$ cat config.mk
export PLATFORM = sky130hd
export DESIGN_NAME = main_decoder
export DESIGN_NICKNAME = d
export VERILOG_FILES = /design/src/rv_core_pkg.sv /design/src/main_decoder.sv
export SDC_FILE = /design/constraint.sdc
export NUM_CORES = 1
export LEC_CHECK = 0
export ABC_AREA = 1
export ABC_CLOCK_PERIOD_IN_PS = 800
export BUFFER_PORTS_ARGS = -buffer_cell sky130_fd_sc_hd__buf_2
export CAP_MARGIN = 20
export CORE_AREA = 2 2 39 41
export DETAILED_ROUTE_END_ITERATION = 10
export DIE_AREA = 0 0 41 43
export PLACE_DENSITY_LB_ADDON = 0.3
export SKIP_LAST_GASP = 1
export SLEW_MARGIN = 20
export SYNTH_ARGS = -nofsm -noshare
export SYNTH_HDL_FRONTEND = slang
export SYNTH_SLANG_ARGS = --single-unit
$ cat constraint.sdc
create_clock -name vclk -period 0.8
set_input_delay 0 -clock vclk [all_inputs]
set_output_delay 0 -clock vclk [all_outputs]
set_load 0.1 [all_outputs]
$ cat src/rv_core_pkg.sv
`default_nettype none

package rv_core_pkg;

    localparam int xlen           = 32;
    localparam int imem_words     = 64;
    localparam int dmem_words     = 64;
    localparam int imem_addr_bits = $clog2(imem_words);
    localparam int dmem_addr_bits = $clog2(dmem_words);

    typedef enum logic [6:0] {
        opc_load   = 7'd3,
        opc_op_imm = 7'd19,
        opc_store  = 7'd35,
        opc_op     = 7'd51,
        opc_branch = 7'd99,
        opc_jalr   = 7'd103,
        opc_jal    = 7'd111
    } opcode_e;

    typedef struct packed {
        logic [6:0] funct7;
        logic [4:0] rs2;
        logic [4:0] rs1;
        logic [2:0] funct3;
        logic [4:0] rd;
        opcode_e    opcode;
    } r_fmt_t;

    typedef struct packed {
        logic [11:0] imm_11_0;
        logic [4:0]  rs1;
        logic [2:0]  funct3;
        logic [4:0]  rd;
        opcode_e     opcode;
    } i_fmt_t;

    typedef struct packed {
        logic [6:0] imm_11_5;
        logic [4:0] rs2;
        logic [4:0] rs1;
        logic [2:0] funct3;
        logic [4:0] imm_4_0;
        opcode_e    opcode;
    } s_fmt_t;

    typedef struct packed {
        logic       imm_12;      // Also the sign bit
        logic [5:0] imm_10_5;
        logic [4:0] rs2;
        logic [4:0] rs1;
        logic [2:0] funct3;
        logic [3:0] imm_4_1;
        logic       imm_11;
        opcode_e    opcode;
    } b_fmt_t;

    typedef struct packed {
        logic       imm_20;
        logic [9:0] imm_10_1;
        logic       imm_11;
        logic [7:0] imm_19_12;
        logic [4:0] rd;
        opcode_e    opcode;
    } j_fmt_t;

    // One fetched word, read through whichever format applies
    typedef union packed {
        r_fmt_t r_fmt;
        i_fmt_t i_fmt;
        s_fmt_t s_fmt;
        b_fmt_t b_fmt;
        j_fmt_t j_fmt;
    } instr_u;

    typedef enum logic [2:0] {alu_cls_add = 3'd0, alu_cls_sub = 3'd1, alu_cls_funct = 3'd2}
        alu_class_e;

    typedef enum logic [2:0] {alu_add, alu_sub, alu_and, alu_or, alu_xor, alu_slt} alu_op_e;

    typedef enum logic [2:0] {imm_i, imm_s, imm_b, imm_j} imm_sel_e;

    typedef enum logic [1:0] {res_alu, res_mem, res_pc4} result_sel_e;

    typedef struct packed {
        logic        pc_src;     // Redirect fetch
        result_sel_e result_src;
        logic        mem_write;
        logic        alu_src;    // Operand b from immediate
        imm_sel_e    imm_src;
        logic        reg_write;
        alu_class_e  alu_class;
        logic        jalr;       // Target is rs1 + imm
    } ctrl_t;

endpackage

`default_nettype wire

$ cat src/main_decoder.sv
`timescale 1ns/1ps
`default_nettype none

module main_decoder (
    input  logic                 clk,
    input  logic                 rst_n,
    input  rv_core_pkg::opcode_e opcode,
    input  logic                 eq,
    output rv_core_pkg::ctrl_t   ctrl
);

    always_comb begin
        // Everything inactive unless the opcode asks for it
        ctrl.pc_src     = 1'b0;
        ctrl.result_src = rv_core_pkg::res_alu;
        ctrl.mem_write  = 1'b0;
        ctrl.alu_src    = 1'b0;
        ctrl.imm_src    = rv_core_pkg::imm_i;
        ctrl.reg_write  = 1'b0;
        ctrl.alu_class  = rv_core_pkg::alu_cls_add;
        ctrl.jalr       = 1'b0;

        unique case (opcode)
            rv_core_pkg::opc_op: begin
                ctrl.reg_write  = 1'b1;
                ctrl.alu_class  = rv_core_pkg::alu_cls_funct;
            end
            rv_core_pkg::opc_load: begin
                ctrl.result_src = rv_core_pkg::res_mem;
                ctrl.alu_src    = 1'b1;     // Base plus offset
                ctrl.reg_write  = 1'b1;
            end
            rv_core_pkg::opc_op_imm: begin
                ctrl.alu_src    = 1'b1;
                ctrl.reg_write  = 1'b1;
                ctrl.alu_class  = rv_core_pkg::alu_cls_funct;
            end
            rv_core_pkg::opc_store: begin
                ctrl.mem_write  = 1'b1;
                ctrl.alu_src    = 1'b1;
                ctrl.imm_src    = rv_core_pkg::imm_s;
            end
            rv_core_pkg::opc_branch: begin
                ctrl.pc_src     = eq;       // Taken when operands match
                ctrl.imm_src    = rv_core_pkg::imm_b;
                ctrl.alu_class  = rv_core_pkg::alu_cls_sub;
            end
            rv_core_pkg::opc_jalr: begin
                ctrl.pc_src     = 1'b1;
                ctrl.result_src = rv_core_pkg::res_pc4;
                ctrl.alu_src    = 1'b1;
                ctrl.reg_write  = 1'b1;
                ctrl.jalr       = 1'b1;
            end
            rv_core_pkg::opc_jal: begin
                ctrl.pc_src     = 1'b1;
                ctrl.result_src = rv_core_pkg::res_pc4;
                ctrl.alu_src    = 1'b1;
                ctrl.imm_src    = rv_core_pkg::imm_j;
                ctrl.reg_write  = 1'b1;
            end
            default: begin
                // All-zero and unknown words run as a no-op
            end
        endcase
    end

    a_no_store_and_writeback : assert property (@(posedge clk) disable iff (!rst_n)
        !(ctrl.mem_write && ctrl.reg_write))
        else $error("store and register write in the same cycle");

    a_known_opcode : assert property (@(posedge clk) disable iff (!rst_n)
        opcode inside {rv_core_pkg::opc_op, rv_core_pkg::opc_load, rv_core_pkg::opc_op_imm,
                       rv_core_pkg::opc_store, rv_core_pkg::opc_branch,
                       rv_core_pkg::opc_jalr, rv_core_pkg::opc_jal, 7'd0})
        else $error("illegal opcode %0d", opcode);

endmodule

`default_nettype wire

## Yosys cells after proc, flatten, opt, wreduce, memory -nomap -nowiden

Cells that the tools add are included.

| word-level totals | value |
|---|---|
| bits in registers | 0 |
| input port bits | 10 |
| output and inout port bits | 13 |
| word-level logic and storage cells | 19 |

| operators by class | value |
|---|---|
| equality and inequality tests | 7 |
| muxes and demuxes | 8 |
| reduce and logical (&&, ||, !) cells | 4 |

Operator list:

| operator | count |
|---|---|
| $eq A7 B7 Y1 const B | 3 |
| $eq A7 B6 Y1 const B | 2 |
| $reduce_or A5 Y1 | 2 |
| $pmux W2 S2 | 2 |
| $eq A7 B2 Y1 const B | 1 |
| $eq A7 B5 Y1 const B | 1 |
| $pmux W2 S3 | 1 |
| $mux W1 | 4 |
| $reduce_or A2 Y1 | 2 |
| $pmux W1 S2 | 1 |

## Longest topological paths before layout

Gate-level depths: netlist of the first run.

| depth | value |
|---|---|
| depth in word-level cells | 3 |
| gate-level depth with buffers | 5 |
| gate-level depth less buffers | 5 |

## Least setup slack after synthesis of the first run

Ideal clock, no wire load.

| timing path | value |
|---|---|
| path type | input-to-output |
| from | in opcode[0] |
| to | out ctrl[6] (netlist bit) |
| data arrival time | 2.405 ns |
| data required time | 0.800 ns |
| setup slack | -1.605 ns |
| stages on the path | 4 |
| cells stage by stage | nand2_1 > inv_1 > nand3_1 > o21ai_0 |

RTL lines:

| element | line | RTL |
|---|---|---|
| start, declared | main_decoder.sv:7 | `input rv_core_pkg::opcode_e opcode,` |
| end, declared | main_decoder.sv:9 | `output rv_core_pkg::ctrl_t ctrl` |

==> flow_summary.toml, run 1 <==
[floorplan]
fp.dieH_um = 43
die_x_um = 41
fp.coreArea_sq_um = 1384
pin_count = 23
num_rows = 14
start_util = 0.1257
die_area_sq_um = 1763

[synthesis]
ys_top_cells_by_area = "nand2_1 24%, inv_1 15%, nor2_1 15%"
synth_top_area_cell = "nand2_1"
syn_area_sq_um = 173.9
yosysUniqueCellTypes = 12
syn_inst = 38
yosys.area.top_type_share = 0.2374
syn_avg_cell_area_sq_um = 4.577
synth_warnings = 0
yosysSeqAreaShare = 0

[outcome]
outcome = "finished, violations left"
violations = "setup timing"

[critical_path]
critPathLaunch = "opcode[2]"
arrival_ps = 830
path_max_fanout = 4
worstSetupPathType = "in -> out"
crit_required_ps = 800
endpoint_kind = "output pin"
critPathLaunchType = "input port"

[clock_network]
postCtsHoldBufs = 0

[finish]
mostFrequentLayoutCells = "11 x buf_12, 7 x buf_4"
num_antenna_cells = 0
final_util = 0.5127
instances_no_fill = 81
seq_cells = 0
nets = 77
drive_gt1_frac = 0.8462
final_area_sq_um = 709.4
layout_commonest_cell = "buf_12"
nClkBuffers = 0
register_area_sq_um = 0
area_delta_synth_final_pct = 307.9

[global_route]
gr-total-overflow = 0
use_met3 = 0
use_met1 = 0.09206
grt_pass1_wl_um = 1069
grt_max_degree = 5
grt_pass1_vias = 280
antenna_found_initial = 0
met2_usage = 0.1625
grt_util_all_layers = 0.08100
top_usage_layer = "met2"

[sta]
rsz0062_at_grt = "yes"
setup_tns_ps = -139.5
period_minus_slack_ps = 829.8
fin_ws_ps = -29.82
drv_slew = 0
finalSetupViolations = 7
fmax_ghz = 1.205
hold_viol = 0
period_share = 1.037

[flow_run]
maxCapViolations = 0

[drt]
vias = 316
vias_per_cell = 3.901
ant_nets = 0
drt-total-wl_um = 611
avgRoutedWirePerCell_um = 7.543
drc_errors = 0
dr.pass1.iters = 1
first_iter_violations = 0

[placement]
portBuffers = 19
dpl.hpwl_um = 586.7
dp.cells = 79
gp_congestion = 0.6897
post_dp_cell_area_sq_um = 630.6

[pwr]
p_per_area_nw_per_um2 = 395.9
ir_worst_vdd_mv = 0.1689
p_leak_nw = 0.3043
total_power_w = 0.0002808

[worst_hold_path]
min_path_type = "in -> out"
hold_start = "opcode[4]"
-- final timing paths --
| kind | endpoint | slack [ps] | cells past startpoint |
|---|---|---|---|
| max | ctrl[11] | -30 | 7 |
| min | ctrl[10] | 380 | 4 |
-- Yosys cell counts (all sizes together) --
library cell  count
inv               7
conb              1
nand2            12
nor2              9
nor3              1
nand3b            1
o21ai             1
buf               2
nand3             4
-- power breakdown --
part	leakage, nW	switching [W]	internal [W]
registers	0	0	0
clock network	0	0	0
logic	0.304	0.000179	0.000102
-- per-layer routing --
| layer | share of wire | vias to the layer above |
|---|---|---|
| met2 | 0.59 | 11 |
| met4 | 0 | 0 |
| met5 | 0 | - |
| li1 | - | 165 |
| met1 | 0.34 | 140 |
| met3 | 0.072 | 0 |
-- what timing repair did --
action	4_1_cts	5_1_grt
pin swaps	7	5
setup endpoints to repair	10	10
resized for setup	13	2
buffers inserted	2	0
-- cells by family (layout without fill, tap and decap cells) --
group	count (synthesis)	count (layout)	share of synthesized area
buffers and inverters	9	35	0.2374
AND/OR/NAND/NOR	27	27	0.7122
AO/OA/AOI/OAI	1	1	0.02875
other	1	2	0.02156
-- cell type report --
class	instances	area, sq um
timing repair buffer	28	354.1
fill	129	674.4
tap	16	20.02
inverter	7	50.05
multi-input combinational	30	285.3
-- stage by stage --
stage | hold WS (ps) | worst slack [ps]
2_1_floorplan | 101.9 | -205.0
3_3_place_gp | 429.4 | -95.26
3_5_place_dp | 426.7 | -124.4
4_1_cts | 383.2 | -77.69
5_1_grt | 387.6 | -72.89
6_report | 381.4 | -29.82
-- worst max-delay path: stages --
cell and delay [ps]:
buf_6 70, clkinvlp_4 90, buf_6 130, nor2_4 150, nand2_4 120, clkinvlp_4 100, buf_12 160
Power figures use the tool's default switching activity.
==> inputs of run 2 (changes only) <==
--- a/config.mk
+++ b/config.mk
@@ -9,6 +9,8 @@
 export ABC_CLOCK_PERIOD_IN_PS = 800
 export BUFFER_PORTS_ARGS = -buffer_cell sky130_fd_sc_hd__buf_2
 export CAP_MARGIN = 20
+export CELL_PAD_IN_SITES_DETAIL_PLACEMENT = 1
+export CELL_PAD_IN_SITES_GLOBAL_PLACEMENT = 1
 export CORE_AREA = 2 2 39 41
 export DETAILED_ROUTE_END_ITERATION = 10
 export DIE_AREA = 0 0 41 43
==> run 2 against run 1 <==
  * The flow still finishes with violations (setup timing)
  * Hold slack got worse by 2.1 ps
  * Wire length increased by 17%
  * Combinational power up 2%
  * Critical path type unchanged
  * Largest power group unchanged
  * Highest routed layer unchanged
==> flow_summary.toml, run 2 (synthesis results as in run 1) <==
[sta]
setup_tns_ps = -36.40
finalSetupViolations = 5
drv_slew = 0
hold_ws_ps = 379.3
hold_viol = 0
period_minus_slack_ps = 811.1
fmax_ghz = 1.233
fin_ws_ps = -11.14
period_share = 1.014
rsz0062_at_grt = "yes"

[critical_path]
worstSetupPathType = "in -> out"
endpoint_kind = "output pin"
crit_required_ps = 800
critPathLaunchType = "input port"
arrival_ps = 810
path_max_fanout = 4

[drt]
drt-total-wl_um = 713
drc_errors = 0
first_iter_violations = 0
ant_nets = 0
avgRoutedWirePerCell_um = 8.802
dr.pass1.iters = 1
vias_per_cell = 4.012
vias = 325

[finish]
instances_no_fill = 81
nClkBuffers = 0
register_area_sq_um = 0
area_delta_synth_final_pct = 311.5
drive_gt1_frac = 0.8615
num_antenna_cells = 0
seq_cells = 0
n_fill_cell = 157
nets = 77
layout_commonest_cell = "buf_12"
mostFrequentLayoutCells = "11 x buf_12, 10 x buf_4, 5 x clkinvlp_4, 5 x nor2_4"

[placement]
dp.cells = 78
gp_congestion = 0.6342
portBuffers = 19
pre_cts_ws_ps = -210.7
dpl.hpwl_um = 657.9

[pwr]
p_leak_nw = 0.3142
total_power_w = 0.0002874
p_per_area_nw_per_um2 = 401.6
ir_worst_vdd_mv = 0.2198

[outcome]
violations = "setup timing"
outcome = "finished, violations left"

[global_route]
grt_pass1_wl_um = 1400
grt_pass1_vias = 335
gr-total-overflow = 0
antenna_found_initial = 0
grt_util_all_layers = 0.1070
grt_max_degree = 5

[floorplan]
die_x_um = 41
fp.coreArea_sq_um = 1384
pin_count = 23
num_rows = 14
start_util = 0.1257
die_area_sq_um = 1763
fp.dieH_um = 43

[clock_network]
postCtsHoldBufs = 0

[worst_hold_path]
min_path_cells = 4
min_path_type = "in -> out"

[flow_run]
maxCapViolations = 0
==> run 2: per-layer routing <==
layer | GRT usage | vias to the layer above | share of wire
met5 | 0 | - | 0
met4 | 0 | 0 | 0
met2 | 0.1875 | 8 | 0.58
met3 | 0 | 0 | 0.038
met1 | 0.1492 | 152 | 0.38
li1 | - | 165 | -
==> run 2: what timing repair did <==
action / CTS / global route
setup buffers: 3 / 0
pin swaps: 9 / 6
setup endpoints to repair: 10 / 10
gates resized for setup: 15 / 2
==> run 2: layout make-up <==
type / count / area [sq um] / area share
Inverter: 7 / 50.05 / 0.06993
Multi-Input combinational cell: 30 / 292.8 / 0.4091
Tap cell: 16 / 20.02 / 0.02797
Timing Repair Buffer: 28 / 352.8 / 0.4930
==> run 2: critical path, cell delays in order <==
cell,delay [ps]
buf_6,90
clkinvlp_4,90
nand2_2,60
nor2_4,160
nand2_4,110
nor2_4,110
buf_12,180
==> run 2: final timing paths <==
path / end / slack [ps] / from
max: ctrl[10] / -10 / opcode[2]
min: ctrl[10] / 380 / opcode[4]
==> run 2: power by group <==
| group | internal [W] | leakage (nW) | total (W) | switching, W |
|---|---|---|---|---|
| sequential | 0 | 0 | 0 | 0 |
| combinational | 0.000105 | 0.314 | 0.000287 | 0.000182 |
| clock | 0 | 0 | 0 | 0 |
==> run 2: through the flow <==
step	cell area, sq um	util
2_1_floorplan	312.8	-
3_3_place_gp	623.1	0.4503
3_5_place_dp	623.1	0.4503
4_1_cts	709.4	0.5127
5_1_grt	715.7	0.5172
6_report	715.7	0.5172
==> inputs of run 3 (changes only) <==
--- a/config.mk
+++ b/config.mk
@@ -7,7 +7,7 @@
 export LEC_CHECK = 0
 export ABC_AREA = 1
 export ABC_CLOCK_PERIOD_IN_PS = 800
-export BUFFER_PORTS_ARGS = -buffer_cell sky130_fd_sc_hd__buf_2
+export BUFFER_PORTS_ARGS = -buffer_cell sky130_fd_sc_hd__buf_4
 export CAP_MARGIN = 20
 export CELL_PAD_IN_SITES_DETAIL_PLACEMENT = 1
 export CELL_PAD_IN_SITES_GLOBAL_PLACEMENT = 1
==> run 3 against run 2 <==
  * The run still ends with setup timing left
  * Via count shrank 3.1%
  * Setup slack got worse by 23 ps
  * Core utilization decreased by 1.5 points
  * Sequential cell count unchanged
  * Critical endpoint is now ctrl[8]
  * Highest routed layer unchanged
==> flow_summary.toml, run 3 (synthesis results as in run 1) <==
[outcome]
outcome = "finished, violations left"
violations = "setup timing"

[global_route]
gr-total-overflow = 0
grt_pass1_wl_um = 1262
grt_max_degree = 6
grt_pass1_vias = 305
antenna_found_initial = 0
grt_util_all_layers = 0.09500

[floorplan]
die_area_sq_um = 1763
fp.dieH_um = 43
pin_count = 23
start_util = 0.1257
fp.coreArea_sq_um = 1384
num_rows = 14
die_x_um = 41

[drt]
first_iter_violations = 1
drc_errors = 0
avgRoutedWirePerCell_um = 8.753
vias_per_cell = 3.889
ant_nets = 0
vias = 315
dr.pass1.iters = 2
drt-total-wl_um = 709

[finish]
mostFrequentLayoutCells = "13 x buf_4, 10 x buf_12"
layout_commonest_cell = "buf_4"
drive_gt1_frac = 0.8308
register_area_sq_um = 0
num_antenna_cells = 0
final_util = 0.5018
multiInputGateArea_sq_um = 270.3
n_fill_cell = 154
seq_cells = 0
instances_no_fill = 81
area_delta_synth_final_pct = 299.3
nets = 77
nClkBuffers = 0

[critical_path]
crit_required_ps = 800
worstPathCellList = "buf_6 -> clkinvlp_4 -> nand3_4 -> nor2_4 -> nand2_4 -> nand3_2 -> buf_12"
path_max_fanout = 4
endpoint_kind = "output pin"
arrival_ps = 830
cp_slowest_cell = "nor2_4"
critPathLaunchType = "input port"
worstSetupPathType = "in -> out"
cp_slowest_stage_delay_ps = 170

[placement]
dp.cells = 80
dpl.hpwl_um = 643.2
portBuffers = 19
gp_congestion = 0.6998
pre_cts_ws_ps = -180.5

[sta]
fin_ws_ps = -33.91
finalSetupViolations = 6
drv_slew = 0
hold_viol = 0
period_minus_slack_ps = 833.9
rsz0062_at_grt = "yes"
period_share = 1.042
fmax_ghz = 1.199
setup_tns_ps = -145.5

[flow_run]
maxCapViolations = 0

[clock_network]
postCtsHoldBufs = 0

[pwr]
p_leak_nw = 0.2899
total_power_w = 0.0002837
ir_worst_vdd_mv = 0.2147
p_per_area_nw_per_um2 = 408.5

[worst_hold_path]
min_path_type = "in -> out"
==> run 3: cell types whose count changed in the layout (fill, tap and decap cells not counted), moves of 2 or more <==
cell | previous run | this run
nor2_1 | 2 | 4
nor2_2 | 2 | 0
nand2_2 | 3 | 5
buf_2 | 4 | 0
buf_4 | 10 | 13
buf_6 | 2 | 5
nand2_4 | 4 | 2
==> run 3: layout make-up <==
type / count / area share
tap: 16 / 0.02883
inverter: 7 / 0.07207
timing repair buffer: 28 / 0.5099
multi-input combinational: 30 / 0.3892
==> run 3: worst paths after layout <==
| kind | from | endpoint | slack [ps] | cells past startpoint |
|---|---|---|---|---|
| worst min-delay path | opcode[4] | ctrl[10] | 380 | 4 |
| worst max-delay path | opcode[4] | ctrl[8] | -30 | 7 |
==> run 3: worst max-delay path: cells and delay by family <==
family | cells | cell delay (ps)
and+or+nand+nor | 4 | 460
buffers and inverters | 3 | 360
==> run 3: per-layer routing <==
layer,global-route usage,vias to the layer above,part of all wire
met2,0.1719,8,0.60
met4,0,0,0
met5,0,-,0
met1,0.1270,142,0.37
li1,-,165,-
met3,0,0,0.031
==> run 3: what timing repair did <==
item	CTS	global route
pin swaps	10	3
setup buffers	1	0
endpoints found under the setup margin	11	10
gates resized for setup	41	1
==> run 3: through the flow <==
stage	hold WS (ps)	cell area, sq um
2_1_floorplan	101.9	312.8
3_3_place_gp	467.1	520.5
3_5_place_dp	466.2	520.5
4_1_cts	391.1	689.4
5_1_grt	400.3	694.4
6_report	382.9	694.4
==> run 3: power breakdown <==
part           internal, W  total, W  leakage [nW]  switching (W)
clock network            0         0             0              0
logic             0.000106  0.000284         0.290       0.000177
registers                0         0             0              0
total             0.000106  0.000284         0.290       0.000177
